**src/common/gfx_cmd_pkg.sv**
```systemverilog
package gfx_cmd_pkg;

    // field widths of the renderer command word
    localparam int op_w      = 4;
    localparam int h_phy_w   = 10;
    localparam int v_phy_w   = 9;
    localparam int h_logic_w = 5;
    localparam int v_logic_w = 5;
    localparam int color_w   = 8;
    localparam int glyph_w   = 8;
    localparam int scale_w   = 4;
    localparam int tag_w     = 8;

    // logic grid is 32 x 24 cells on the 640 x 480 screen
    localparam int h_logic_max = 31;
    localparam int v_logic_max = 23;

    typedef logic [31:0]          cmd_t;
    typedef logic [op_w-1:0]      opcode_t;
    typedef logic [h_phy_w-1:0]   phy_x_t;
    typedef logic [v_phy_w-1:0]   phy_y_t;
    typedef logic [h_logic_w-1:0] logic_x_t;
    typedef logic [v_logic_w-1:0] logic_y_t;
    typedef logic [color_w-1:0]   color_t;
    typedef logic [glyph_w-1:0]   glyph_t;
    typedef logic [scale_w-1:0]   scale_t;

    localparam opcode_t op_clear = 4'h1;
    localparam opcode_t op_line  = 4'h9;
    localparam opcode_t op_text  = 4'ha;

    localparam logic [tag_w-1:0] style_tag = 8'd1;    // marks the second word of a glyph

    typedef struct packed {
        opcode_t  opcode;
        logic_x_t x0;
        logic_y_t y0;
        logic_x_t x1;
        logic_y_t y1;
        color_t   color;
    } clear_cmd_t;

    // a segment is two of these, last low for the start point and high for the end point
    typedef struct packed {
        opcode_t opcode;
        phy_x_t  x;
        phy_y_t  y;
        color_t  color;
        logic    last;
    } line_cmd_t;

    typedef struct packed {
        opcode_t opcode;
        phy_x_t  x;
        phy_y_t  y;
        glyph_t  glyph;
        logic    flag;
    } text_place_t;

    typedef struct packed {
        opcode_t          opcode;
        color_t           fg;
        color_t           bg;
        scale_t           scale;
        logic [tag_w-1:0] tag;
    } text_style_t;

    // one text word is either the glyph position or its style
    typedef union packed {
        text_place_t place;
        text_style_t style;
    } text_cmd_u;

endpackage

```
**src/common/menu_pkg.sv**
```systemverilog
package menu_pkg;

    typedef enum logic [1:0] {
        draw_start,
        draw_nav,
        draw_settings
    } screen_e;

    typedef struct packed {
        logic       opt_sel;    // 0 is START, 1 is SETTINGS
        logic [1:0] row_sel;    // settings row, 3 is OK
        logic [2:0] level;
    } menu_view_t;

    typedef enum logic [1:0] {
        wk_clear,
        wk_place,
        wk_style,
        wk_line
    } word_kind_e;

    typedef struct packed {
        word_kind_e            kind;
        gfx_cmd_pkg::phy_x_t   x;
        gfx_cmd_pkg::phy_y_t   y;
        gfx_cmd_pkg::glyph_t   glyph;
        gfx_cmd_pkg::color_t   color;
        gfx_cmd_pkg::scale_t   scale;
        logic                  last;
    } word_spec_t;

    typedef logic [6:0] word_idx_t;

    localparam word_idx_t n_start_words    = 7'd39;
    localparam word_idx_t n_nav_words      = 7'd4;
    localparam word_idx_t n_settings_words = 7'd75;

    localparam gfx_cmd_pkg::color_t col_sel   = 8'h3c;
    localparam gfx_cmd_pkg::color_t col_off   = 8'hff;
    localparam gfx_cmd_pkg::color_t col_hi    = 8'h03;
    localparam gfx_cmd_pkg::color_t col_lo    = 8'h00;
    localparam gfx_cmd_pkg::color_t col_title = 8'he0;
    localparam gfx_cmd_pkg::color_t col_bg    = 8'hff;    // screen and glyph background

    localparam gfx_cmd_pkg::phy_x_t glyph_pitch = 10'd12;
    localparam gfx_cmd_pkg::scale_t text_scale  = 4'd1;
    localparam gfx_cmd_pkg::phy_x_t title_pitch = 10'd100;
    localparam gfx_cmd_pkg::scale_t title_scale = 4'hf;

    // start screen
    localparam gfx_cmd_pkg::phy_x_t title_x     = 10'd70;
    localparam gfx_cmd_pkg::phy_y_t title_y     = 9'd120;
    localparam gfx_cmd_pkg::phy_x_t opt_start_x = 10'd290;
    localparam gfx_cmd_pkg::phy_y_t opt_start_y = 9'd340;
    localparam gfx_cmd_pkg::phy_x_t opt_set_x   = 10'd272;
    localparam gfx_cmd_pkg::phy_y_t opt_set_y   = 9'd365;
    localparam gfx_cmd_pkg::phy_x_t ul_start_x0 = 10'd290;
    localparam gfx_cmd_pkg::phy_x_t ul_start_x1 = 10'd350;
    localparam gfx_cmd_pkg::phy_y_t ul_start_y  = 9'd362;
    localparam gfx_cmd_pkg::phy_x_t ul_set_x0   = 10'd272;
    localparam gfx_cmd_pkg::phy_x_t ul_set_x1   = 10'd368;
    localparam gfx_cmd_pkg::phy_y_t ul_set_y    = 9'd387;

    // settings screen, colons and values line up in columns
    localparam gfx_cmd_pkg::phy_x_t set_title_x = 10'd20;
    localparam gfx_cmd_pkg::phy_y_t set_title_y = 9'd20;
    localparam gfx_cmd_pkg::phy_x_t set_row_x   = 10'd48;
    localparam gfx_cmd_pkg::phy_x_t set_colon_x = 10'd108;
    localparam gfx_cmd_pkg::phy_x_t set_value_x = 10'd132;
    localparam gfx_cmd_pkg::phy_y_t set_mode_y  = 9'd60;
    localparam gfx_cmd_pkg::phy_y_t set_level_y = 9'd100;
    localparam gfx_cmd_pkg::phy_y_t set_map_y   = 9'd140;
    localparam gfx_cmd_pkg::phy_x_t set_ok_x    = 10'd194;
    localparam gfx_cmd_pkg::phy_y_t set_ok_y    = 9'd200;

endpackage

```
**src/startscreen/cmd_word_gen.sv**
```systemverilog
module cmd_word_gen (
    input  logic                 clk,
    input  logic                 rst,
    input  logic                 enb,
    input  menu_pkg::word_spec_t spec,
    input  logic                 spec_vld,
    output gfx_cmd_pkg::cmd_t    cmd,
    output logic                 cmd_vld
);
    import gfx_cmd_pkg::*;
    import menu_pkg::*;

    clear_cmd_t clr;
    line_cmd_t  ln;
    text_cmd_u  txt;
    cmd_t       word;
    cmd_t       cmd_q;
    logic       vld_q;

    always_comb begin
        clr.opcode = op_clear;
        clr.x0     = '0;
        clr.y0     = '0;
        clr.x1     = h_logic_w'(h_logic_max);    // whole logic grid
        clr.y1     = v_logic_w'(v_logic_max);
        clr.color  = spec.color;
    end

    assign ln = '{op_line, spec.x, spec.y, spec.color, spec.last};

    // a glyph is a placement word followed by its style word
    always_comb begin
        if (spec.kind == wk_style) begin
            txt.style.opcode = op_text;
            txt.style.fg     = spec.color;
            txt.style.bg     = col_bg;
            txt.style.scale  = spec.scale;
            txt.style.tag    = style_tag;
        end else begin
            txt.place.opcode = op_text;
            txt.place.x      = spec.x;
            txt.place.y      = spec.y;
            txt.place.glyph  = spec.glyph;
            txt.place.flag   = 1'b0;
        end
    end

    always_comb begin
        unique case (spec.kind)
            wk_clear: word = cmd_t'(clr);
            wk_line:  word = cmd_t'(ln);
            default:  word = cmd_t'(txt);
        endcase
    end

    always_ff @(posedge clk) begin
        if (rst) begin
            vld_q <= 1'b0;
        end else if (enb) begin
            vld_q <= spec_vld;
        end
    end

    always_ff @(posedge clk) begin
        if (enb) begin
            cmd_q <= word;
        end
    end

    // a word held over a low enb cycle goes out on the next high one
    assign cmd     = cmd_q;
    assign cmd_vld = vld_q & enb;

endmodule

```
**src/startscreen/menu_ctrl.sv**
```systemverilog
module menu_ctrl (
    input  logic                 clk,
    input  logic                 rst,
    input  logic                 enb,
    input  logic                 up,
    input  logic                 down,
    input  logic                 right,
    input  logic                 burst_done,
    output logic                 draw_req,
    output menu_pkg::screen_e    screen,
    output menu_pkg::menu_view_t view,
    output logic                 start
);
    import menu_pkg::*;

    typedef enum logic {
        st_idle,
        st_draw
    } state_e;

    state_e     state;
    logic       init;
    logic       set_open;
    logic       opt_sel;
    logic [1:0] row_sel;
    logic [2:0] level;
    logic       set_step;

    // any key that redraws the settings screen without leaving it
    assign set_step = up | down | (right & (row_sel == 2'd1));

    always_ff @(posedge clk) begin
        if (rst) begin
            state    <= st_idle;
            init     <= 1'b1;
            set_open <= 1'b0;
            opt_sel  <= 1'b0;
            row_sel  <= 2'd0;
            level    <= 3'd1;
            screen   <= draw_start;
        end else if (enb) begin
            if (state == st_draw) begin
                if (burst_done) begin
                    state <= st_idle;    // keys during a burst are dropped
                end
            end else if (init) begin
                init   <= 1'b0;
                screen <= draw_start;
                state  <= st_draw;
            end else if (!set_open && (up || down)) begin
                opt_sel <= ~opt_sel;
                screen  <= draw_nav;
                state   <= st_draw;
            end else if (set_open && right && (row_sel == 2'd3)) begin
                set_open <= 1'b0;
                row_sel  <= 2'd0;
                screen   <= draw_start;
                state    <= st_draw;
            end else if (set_open && set_step) begin
                if (up) begin
                    row_sel <= row_sel - 2'd1;
                end else if (down) begin
                    row_sel <= row_sel + 2'd1;
                end else begin
                    level <= level + 3'd1;    // wraps from 7 to 0
                end
                screen <= draw_settings;
                state  <= st_draw;
            end else if (!set_open && opt_sel && right) begin
                set_open <= 1'b1;
                screen   <= draw_settings;
                state    <= st_draw;
            end
        end
    end

    assign draw_req = (state == st_draw);

    assign view.opt_sel = opt_sel;
    assign view.row_sel = row_sel;
    assign view.level   = level;

    // start is not held back by enb or by a burst in flight
    assign start = right & ~opt_sel & ~set_open;

endmodule

```
**src/startscreen/screen_script.sv**
```systemverilog
module screen_script #(
    parameter logic [7:0] glyph_base = 8'h30
) (
    input  logic                 clk,
    input  logic                 rst,
    input  logic                 enb,
    input  logic                 draw_req,
    input  menu_pkg::screen_e    screen,
    input  menu_pkg::menu_view_t view,
    output menu_pkg::word_spec_t spec,
    output logic                 spec_vld,
    output logic                 burst_done
);
    import gfx_cmd_pkg::*;
    import menu_pkg::*;

    typedef struct packed {
        logic [5:0]  first;    // index of the first character of the run
        logic [63:0] str;
        logic [3:0]  len;
        phy_x_t      x;
        phy_y_t      y;
        color_t      col;
        scale_t      scale;
        phy_x_t      pitch;
    } run_t;

    localparam logic [39:0] str_title    = "SNAKE";
    localparam logic [39:0] str_start    = "START";
    localparam logic [63:0] str_settings = "SETTINGS";
    localparam logic [31:0] str_mode     = "MODE";
    localparam logic [55:0] str_classic  = "Classic";
    localparam logic [39:0] str_level    = "LEVEL";
    localparam logic [23:0] str_map      = "MAP";
    localparam logic [31:0] str_none     = "None";
    localparam logic [15:0] str_ok       = "OK";
    localparam logic [7:0]  str_colon    = ":";

    word_idx_t  cnt;
    word_idx_t  last_idx;
    logic [5:0] ch;
    logic [3:0] k;
    run_t       run;
    color_t     row_col [4];
    glyph_t     level_glyph;
    logic       seg;
    logic       end_pt;

    function automatic run_t mk_run(input logic [5:0] first, input logic [63:0] str,
                                    input logic [3:0] len, input phy_x_t x, input phy_y_t y,
                                    input color_t col);
        run_t r;
        r = '{first, str, len, x, y, col, text_scale, glyph_pitch};
        return r;
    endfunction

    always_ff @(posedge clk) begin
        if (rst || !draw_req) begin
            cnt <= '0;
        end else if (enb) begin
            cnt <= cnt + 7'd1;
        end
    end

    always_comb begin
        unique case (screen)
            draw_start: last_idx = n_start_words - 7'd1;
            draw_nav:   last_idx = n_nav_words - 7'd1;
            default:    last_idx = n_settings_words - 7'd1;
        endcase
    end

    assign spec_vld   = draw_req;
    assign burst_done = draw_req & enb & (cnt == last_idx);

    always_comb begin
        for (int r = 0; r < 4; r++) begin
            row_col[r] = (view.row_sel == 2'(r)) ? col_hi : col_lo;
        end
    end

    assign level_glyph = glyph_base + 8'd1 + {5'd0, view.level};

    // character index, two words per character after the clear word
    assign ch = 6'((cnt - 7'd1) >> 1);

    always_comb begin
        if (screen == draw_start) begin
            if (ch < 6'd5) begin
                run       = mk_run(6'd0, str_title, 4'd5, title_x, title_y, col_title);
                run.scale = title_scale;
                run.pitch = title_pitch;
            end else if (ch < 6'd10) begin
                run = mk_run(6'd5, str_start, 4'd5, opt_start_x, opt_start_y, col_hi);
            end else begin
                run = mk_run(6'd10, str_settings, 4'd8, opt_set_x, opt_set_y, col_hi);
            end
        end else if (ch < 6'd8) begin
            run = mk_run(6'd0, str_settings, 4'd8, set_title_x, set_title_y, col_sel);
        end else if (ch < 6'd12) begin
            run = mk_run(6'd8, str_mode, 4'd4, set_row_x, set_mode_y, row_col[0]);
        end else if (ch == 6'd12) begin
            run = mk_run(6'd12, str_colon, 4'd1, set_colon_x, set_mode_y, row_col[0]);
        end else if (ch < 6'd20) begin
            run = mk_run(6'd13, str_classic, 4'd7, set_value_x, set_mode_y, row_col[0]);
        end else if (ch < 6'd25) begin
            run = mk_run(6'd20, str_level, 4'd5, set_row_x, set_level_y, row_col[1]);
        end else if (ch == 6'd25) begin
            run = mk_run(6'd25, str_colon, 4'd1, set_colon_x, set_level_y, row_col[1]);
        end else if (ch == 6'd26) begin
            run = mk_run(6'd26, {56'd0, level_glyph}, 4'd1, set_value_x, set_level_y,
                         row_col[1]);
        end else if (ch < 6'd30) begin
            run = mk_run(6'd27, str_map, 4'd3, set_row_x, set_map_y, row_col[2]);
        end else if (ch == 6'd30) begin
            run = mk_run(6'd30, str_colon, 4'd1, set_colon_x, set_map_y, row_col[2]);
        end else if (ch < 6'd35) begin
            run = mk_run(6'd31, str_none, 4'd4, set_value_x, set_map_y, row_col[2]);
        end else begin
            run = mk_run(6'd35, str_ok, 4'd2, set_ok_x, set_ok_y, row_col[3]);
        end
        k = 4'(ch - run.first);
    end

    // the start screen only draws the underline of the selected option
    assign seg    = (screen == draw_nav) ? cnt[1] : view.opt_sel;
    assign end_pt = (screen == draw_nav) ? cnt[0] : (cnt == last_idx);

    always_comb begin
        spec = '0;
        if (screen == draw_nav || (screen == draw_start && cnt >= n_start_words - 7'd2)) begin
            spec.kind  = wk_line;
            spec.x     = seg ? (end_pt ? ul_set_x1 : ul_set_x0)
                             : (end_pt ? ul_start_x1 : ul_start_x0);
            spec.y     = seg ? ul_set_y : ul_start_y;
            spec.color = (seg == view.opt_sel) ? col_sel : col_off;
            spec.last  = end_pt;
        end else if (cnt == 7'd0) begin
            spec.kind  = wk_clear;
            spec.color = col_bg;
        end else begin
            spec.kind  = cnt[0] ? wk_place : wk_style;
            spec.x     = run.x + k * run.pitch;
            spec.y     = run.y;
            spec.glyph = run.str[8 * (run.len - 4'd1 - k) +: 8];
            spec.color = run.col;
            spec.scale = run.scale;
        end
    end

endmodule

```
**src/startscreen/snake_startscreen.sv**
```systemverilog
module snake_startscreen #(
    parameter logic [7:0] glyph_base = 8'h30    // digit zero minus one in the font table
) (
    input  logic              clk,
    input  logic              rst,
    input  logic              enb,
    input  logic              up,
    input  logic              down,
    input  logic              left,
    input  logic              right,
    output logic              start,
    output gfx_cmd_pkg::cmd_t cmd,
    output logic              cmd_vld
);
    import menu_pkg::*;

    logic       draw_req;
    screen_e    screen;
    menu_view_t view;
    word_spec_t spec;
    logic       spec_vld;
    logic       burst_done;

    menu_ctrl u_menu_ctrl (
        .clk        (clk),
        .rst        (rst),
        .enb        (enb),
        .up         (up),
        .down       (down),
        .right      (right),
        .burst_done (burst_done),
        .draw_req   (draw_req),
        .screen     (screen),
        .view       (view),
        .start      (start)
    );

    screen_script #(
        .glyph_base (glyph_base)
    ) u_screen_script (
        .clk        (clk),
        .rst        (rst),
        .enb        (enb),
        .draw_req   (draw_req),
        .screen     (screen),
        .view       (view),
        .spec       (spec),
        .spec_vld   (spec_vld),
        .burst_done (burst_done)
    );

    cmd_word_gen u_cmd_word_gen (
        .clk      (clk),
        .rst      (rst),
        .enb      (enb),
        .spec     (spec),
        .spec_vld (spec_vld),
        .cmd      (cmd),
        .cmd_vld  (cmd_vld)
    );

endmodule

```
**config.mk**
```make
export PLATFORM = sky130hd
export DESIGN_NAME = snake_startscreen
export DESIGN_NICKNAME = d
export VERILOG_FILES = /design/src/common/gfx_cmd_pkg.sv /design/src/common/menu_pkg.sv /design/src/startscreen/cmd_word_gen.sv /design/src/startscreen/menu_ctrl.sv /design/src/startscreen/screen_script.sv /design/src/startscreen/snake_startscreen.sv
export SDC_FILE = /design/constraint.sdc
export NUM_CORES = 1
export LEC_CHECK = 0
export BUFFER_PORTS_ARGS = -buffer_cell sky130_fd_sc_hd__buf_2
export CORE_ASPECT_RATIO = 1.5
export CORE_MARGIN = 2
export CORE_UTILIZATION = 48
export CTS_BUF_LIST = sky130_fd_sc_hd__clkbuf_4 sky130_fd_sc_hd__clkbuf_8
export DETAILED_ROUTE_END_ITERATION = 10
export GPL_ROUTABILITY_DRIVEN = 1
export PLACE_DENSITY = 0.66
export SLEW_MARGIN = 20
export SYNTH_ARGS = -nofsm -noshare
export SYNTH_HDL_FRONTEND = slang
export SYNTH_SLANG_ARGS = --single-unit
export TNS_END_PERCENT = 100
```
**constraint.sdc**
```tcl
create_clock -name clk -period 12.1 [get_ports clk]
set_input_delay 1.21 -clock clk [delete_from_list [all_inputs] [get_ports clk]]
set_output_delay 1.21 -clock clk [all_outputs]
set_load 0.01 [all_outputs]
```
==> flow_summary.json <==
{
  "run_status": "complete, no violations",
  "min_period_over_period_pct": 66.26,
  "finalSetupViolCount": 0,
  "worstMarginPinSlew_ns": 0.9852,
  "max_slew_violations": 0,
  "antenna_cell_count": 0,
  "vias_per_cell": 6.374,
  "number_of_flops_mapped_to_enable_cells_by_yosys": 31,
  "timing.setup.critical_path_class": "reg2reg",
  "ports": 41,
  "instance_count_of_the_mapped_netlist": 690,
  "hold_depth": 1,
  "final_layout_size_suffix_gt1_share_pct": 11.86,
  "mux_share_of_post_synthesis_cell_area_pct": 1.756,
  "min-delay-start": "u_menu_ctrl.init",
  "final_area_sq_um": 5798,
  "ys_seq_elements": 50,
  "drv_cap": 0,
  "synth_top_cell_area_share_pct": 16.97,
  "cts-resized-gates": 0,
  "critPathMaxStageDelay_ns": 0.87,
  "design.die.area_sq_um": 12320,
  "drt-pass1-iter-count": 6,
  "worst_ep_required_time_ns": 12.23,
  "timing.max_slew.rel_slack_pct": 33.81,
  "cts-root-to-sink-buffers": 2,
  "dp_hpwl_microns": 13380,
  "fill_cells": 1107,
  "ys_top_cells_by_area": "sky130_fd_sc_hd__edfxtp_1 17%, sky130_fd_sc_hd__ha_1 8.9%, sky130_fd_sc_hd__dfxtp_1 6.9%, sky130_fd_sc_hd__nor2_1 4.9%, sky130_fd_sc_hd__a21oi_1 4.2%",
  "hold_path_class": "reg2reg",
  "area_growth_pct": 5.703,
  "fin_tns_setup_ns": 0,
  "grt_first_pass_wirelength_microns": 27220,
  "rsz0062_at_grt": "no",
  "grt_antenna_before_repair": 0,
  "port_buffers": 38,
  "num_rows": 47,
  "power_density_nw_per_um2": 88.06,
  "min_period_ns": 8.017,
  "drt.antenna.violating_nets": 0,
  "yosysTopAreaCell": "sky130_fd_sc_hd__edfxtp_1",
  "max_freq_mhz": 124.7,
  "nets": 754,
  "timing.critical_path.from_type": "flop",
  "dr.first_iter.drc_count": 456,
  "dominant_combinational_cell_family_by_area_after_synthesis": "compound AO/OA/AOI/OAI gates",
  "synth_async_sr_flop_share_pct": 0,
  "worst_ir_drop_vdd_v": 0.00004955,
  "postCtsSetupRepairBufs": 0,
  "reg2reg_from": "u_screen_script.cnt[0]",
  "r2r_cells": 27,
  "global_route.overflow_total": 0,
  "cts_buf_count": 5,
  "adder_cell_fraction_of_synth_area_pct": 12.18,
  "placed_cells": 839,
  "core_area_sq_um": 11110,
  "holdBufCountCts": 0,
  "remaining_drc_errors": 0,
  "cts.reportedPaths.clkPinSlew_ns": 0.12,
  "mean_area_per_synthesized_cell_sq_um": 7.950,
  "hold_slack_ns": 0.4830,
  "tritoncts": "built",
  "cts-root-buf": "sky130_fd_sc_hd__clkbuf_8",
  "place_congestion": 1.020,
  "leakagePower_nw": 2.310,
  "grt_start_max_net_pins": 41,
  "synth-seq-area-share_pct": 23.91,
  "timing.critical_path.arrival_ns": 8.15,
  "postSynth.topFlopCell": "sky130_fd_sc_hd__edfxtp_1",
  "critical-path-slowest-cell": "sky130_fd_sc_hd__dfxtp_1",
  "crit_path_max_fanout": 23,
  "globalRouteTotalUtil_pct": 27.81,
  "synth-xor-area-share_pct": 4.630,
  "placed_cell_area_sq_um": 5708,
  "finish.cell_count_without_fillers": 847,
  "total_power_mw": 0.5106,
  "startpoint_of_the_worst_setup_timing_path": "u_screen_script.cnt[0]",
  "clock_sinks": 50,
  "die_h_microns": 134.9,
  "clock_skew_ns": 0.01923,
  "initial_utilization_pct": 49.35,
  "cts_htree_levels": 2,
  "ys.warnings.count": 0,
  "post_drt_wl_per_cell_microns": 20.48,
  "synth_simple_gate_area_share_pct": 21.94,
  "syn-cell-area_sq_um": 5485,
  "synth-compound-area-share_pct": 28.65,
  "grt_pass1_vias": 5132,
  "synth_cell_types": 83,
  "die-width_microns": 91.29,
  "crit_path_end_kind": "flop",
  "total_vias_in_the_final_route": 5399,
  "timing.final.hold_violations": 0,
  "totalWireLength_microns": 17350,
  "clk_latency_ns": 0.32
}
metal layers:
metal / routed length [microns] / track usage, % / up-vias
met1: 6770 / 32.62 / 2565
met5: 0 / 0 / -
met3: 768 / 2.455 / 62
met4: 957 / 14.90 / 0
met2: 8851 / 49.96 / 218
li1: - / - / 2554
placed cells by master (no fill, tap or decap), types with 10 or more instances in the layout:
| cell | synthesis | final |
|---|---|---|
| sky130_fd_sc_hd__a21o_1 | 11 | 11 |
| sky130_fd_sc_hd__nand3_1 | 10 | 10 |
| sky130_fd_sc_hd__o22ai_1 | 11 | 11 |
| sky130_fd_sc_hd__nand2b_1 | 15 | 15 |
| sky130_fd_sc_hd__nor3_1 | 21 | 21 |
| sky130_fd_sc_hd__o21ai_0 | 42 | 42 |
| sky130_fd_sc_hd__a31oi_1 | 15 | 15 |
| sky130_fd_sc_hd__a21oi_1 | 46 | 46 |
| sky130_fd_sc_hd__nand2_1 | 47 | 47 |
| sky130_fd_sc_hd__xor2_1 | 10 | 10 |
| sky130_fd_sc_hd__ha_1 | 39 | 39 |
| sky130_fd_sc_hd__edfxtp_1 | 31 | 31 |
| sky130_fd_sc_hd__o31ai_1 | 12 | 12 |
| sky130_fd_sc_hd__dfxtp_1 | 19 | 19 |
| sky130_fd_sc_hd__xnor2_1 | 19 | 19 |
| sky130_fd_sc_hd__buf_2 | 10 | 38 |
| sky130_fd_sc_hd__inv_1 | 47 | 47 |
| sky130_fd_sc_hd__nor2_1 | 71 | 71 |
cell families (layout without fill, tap and decap cells):
logic type                 after synthesis  count (layout)
and+or+nand+nor                        237             237
muxes                                    9               9
adders and majority gates               48              48
xor gates and xnor gates                29              29
AOI/OAI and AO/OA                      226             226
DFF                                     50              50
buffers and inverters                   90              99
other                                    1               2
Yosys cell counts, types with 4 or more instances:
| master | instances |
|---|---|
| sky130_fd_sc_hd__o21ba_2 | 4 |
| sky130_fd_sc_hd__o21ai_1 | 5 |
| sky130_fd_sc_hd__dfxtp_1 | 19 |
| sky130_fd_sc_hd__nand2b_1 | 15 |
| sky130_fd_sc_hd__fa_1 | 9 |
| sky130_fd_sc_hd__nor3_1 | 21 |
| sky130_fd_sc_hd__o22ai_1 | 11 |
| sky130_fd_sc_hd__buf_2 | 10 |
| sky130_fd_sc_hd__nand2_1 | 47 |
| sky130_fd_sc_hd__edfxtp_1 | 31 |
| sky130_fd_sc_hd__o31a_1 | 4 |
| sky130_fd_sc_hd__nand3_1 | 10 |
| sky130_fd_sc_hd__a21o_1 | 11 |
| sky130_fd_sc_hd__xor2_1 | 10 |
| sky130_fd_sc_hd__o32ai_1 | 4 |
| sky130_fd_sc_hd__a211o_1 | 5 |
| sky130_fd_sc_hd__a211oi_1 | 8 |
| sky130_fd_sc_hd__o21a_1 | 4 |
| sky130_fd_sc_hd__inv_1 | 47 |
| sky130_fd_sc_hd__a31oi_1 | 15 |
| sky130_fd_sc_hd__mux2i_1 | 6 |
| sky130_fd_sc_hd__or3_1 | 9 |
| sky130_fd_sc_hd__nor2b_1 | 9 |
| sky130_fd_sc_hd__clkbuf_1 | 27 |
| sky130_fd_sc_hd__a22oi_1 | 7 |
| sky130_fd_sc_hd__o31ai_1 | 12 |
| sky130_fd_sc_hd__or2_2 | 7 |
| sky130_fd_sc_hd__a21oi_1 | 46 |
| sky130_fd_sc_hd__ha_1 | 39 |
| sky130_fd_sc_hd__nor2_1 | 71 |
| sky130_fd_sc_hd__nand4_1 | 7 |
| sky130_fd_sc_hd__o21ai_0 | 42 |
| sky130_fd_sc_hd__and3_1 | 4 |
| sky130_fd_sc_hd__nor4_1 | 5 |
| sky130_fd_sc_hd__nand3b_1 | 5 |
| sky130_fd_sc_hd__xnor2_1 | 19 |
| sky130_fd_sc_hd__and2_1 | 4 |
flip-flops by register name, indices dropped and copies added, names as in the netlist, 2 cells and up:
| signal | count |
|---|---|
| u_menu_ctrl.screen | 2 |
| u_cmd_word_gen.cmd | 31 |
| u_menu_ctrl.level | 3 |
| u_menu_ctrl.row_sel | 2 |
| u_screen_script.cnt | 7 |
cell type report:
| cell class | instances | area, sq um | area share, % |
|---|---|---|---|
| clock buffers | 6 | 76.32 | 1.316 |
| clock inverters | 2 | 13.76 | 0.2374 |
| inverters | 47 | 176.4 | 3.043 |
| multi-input cells | 551 | 3801 | 65.56 |
| flip-flops and latches | 50 | 1311 | 22.62 |
| well taps | 147 | 183.9 | 3.172 |
| repair buffers | 44 | 235.2 | 4.057 |
power by group:
group	internal [mW]	switching (mW)	total, mW
combinational	0.0728	0.129	0.202
clock	0.0437	0.0624	0.106
sequential	0.198	0.00469	0.202
per-stage QoR:
step | util (%) | setup slack, ns
4_1_cts | 52.17 | 4.234
5_1_grt | 52.17 | 3.684
2_1_floorplan | - | 5.439
3_3_place_gp | 51.36 | 4.427
6_report | 52.17 | 4.083
3_5_place_dp | 51.36 | 4.255
worst max-delay path, delay by kind of cell, from the launching register on:
family	cells	cell delay (ns)
AOI/OAI and AO/OA	8	1.84
xor gates and xnor gates	4	0.92
adders and majority gates	6	2.37
buffers and inverters	4	0.40
DFF	1	0.87
and+or+nand+nor	5	1.45
path summary, 6_finish.rpt:
check                            to  slack (ns)
min                u_menu_ctrl.init        0.48
max reg2reg  u_cmd_word_gen.cmd[27]        4.08
max          u_cmd_word_gen.cmd[27]        4.08
min reg2reg        u_menu_ctrl.init        0.48
(Power assumes the default switching activity.)
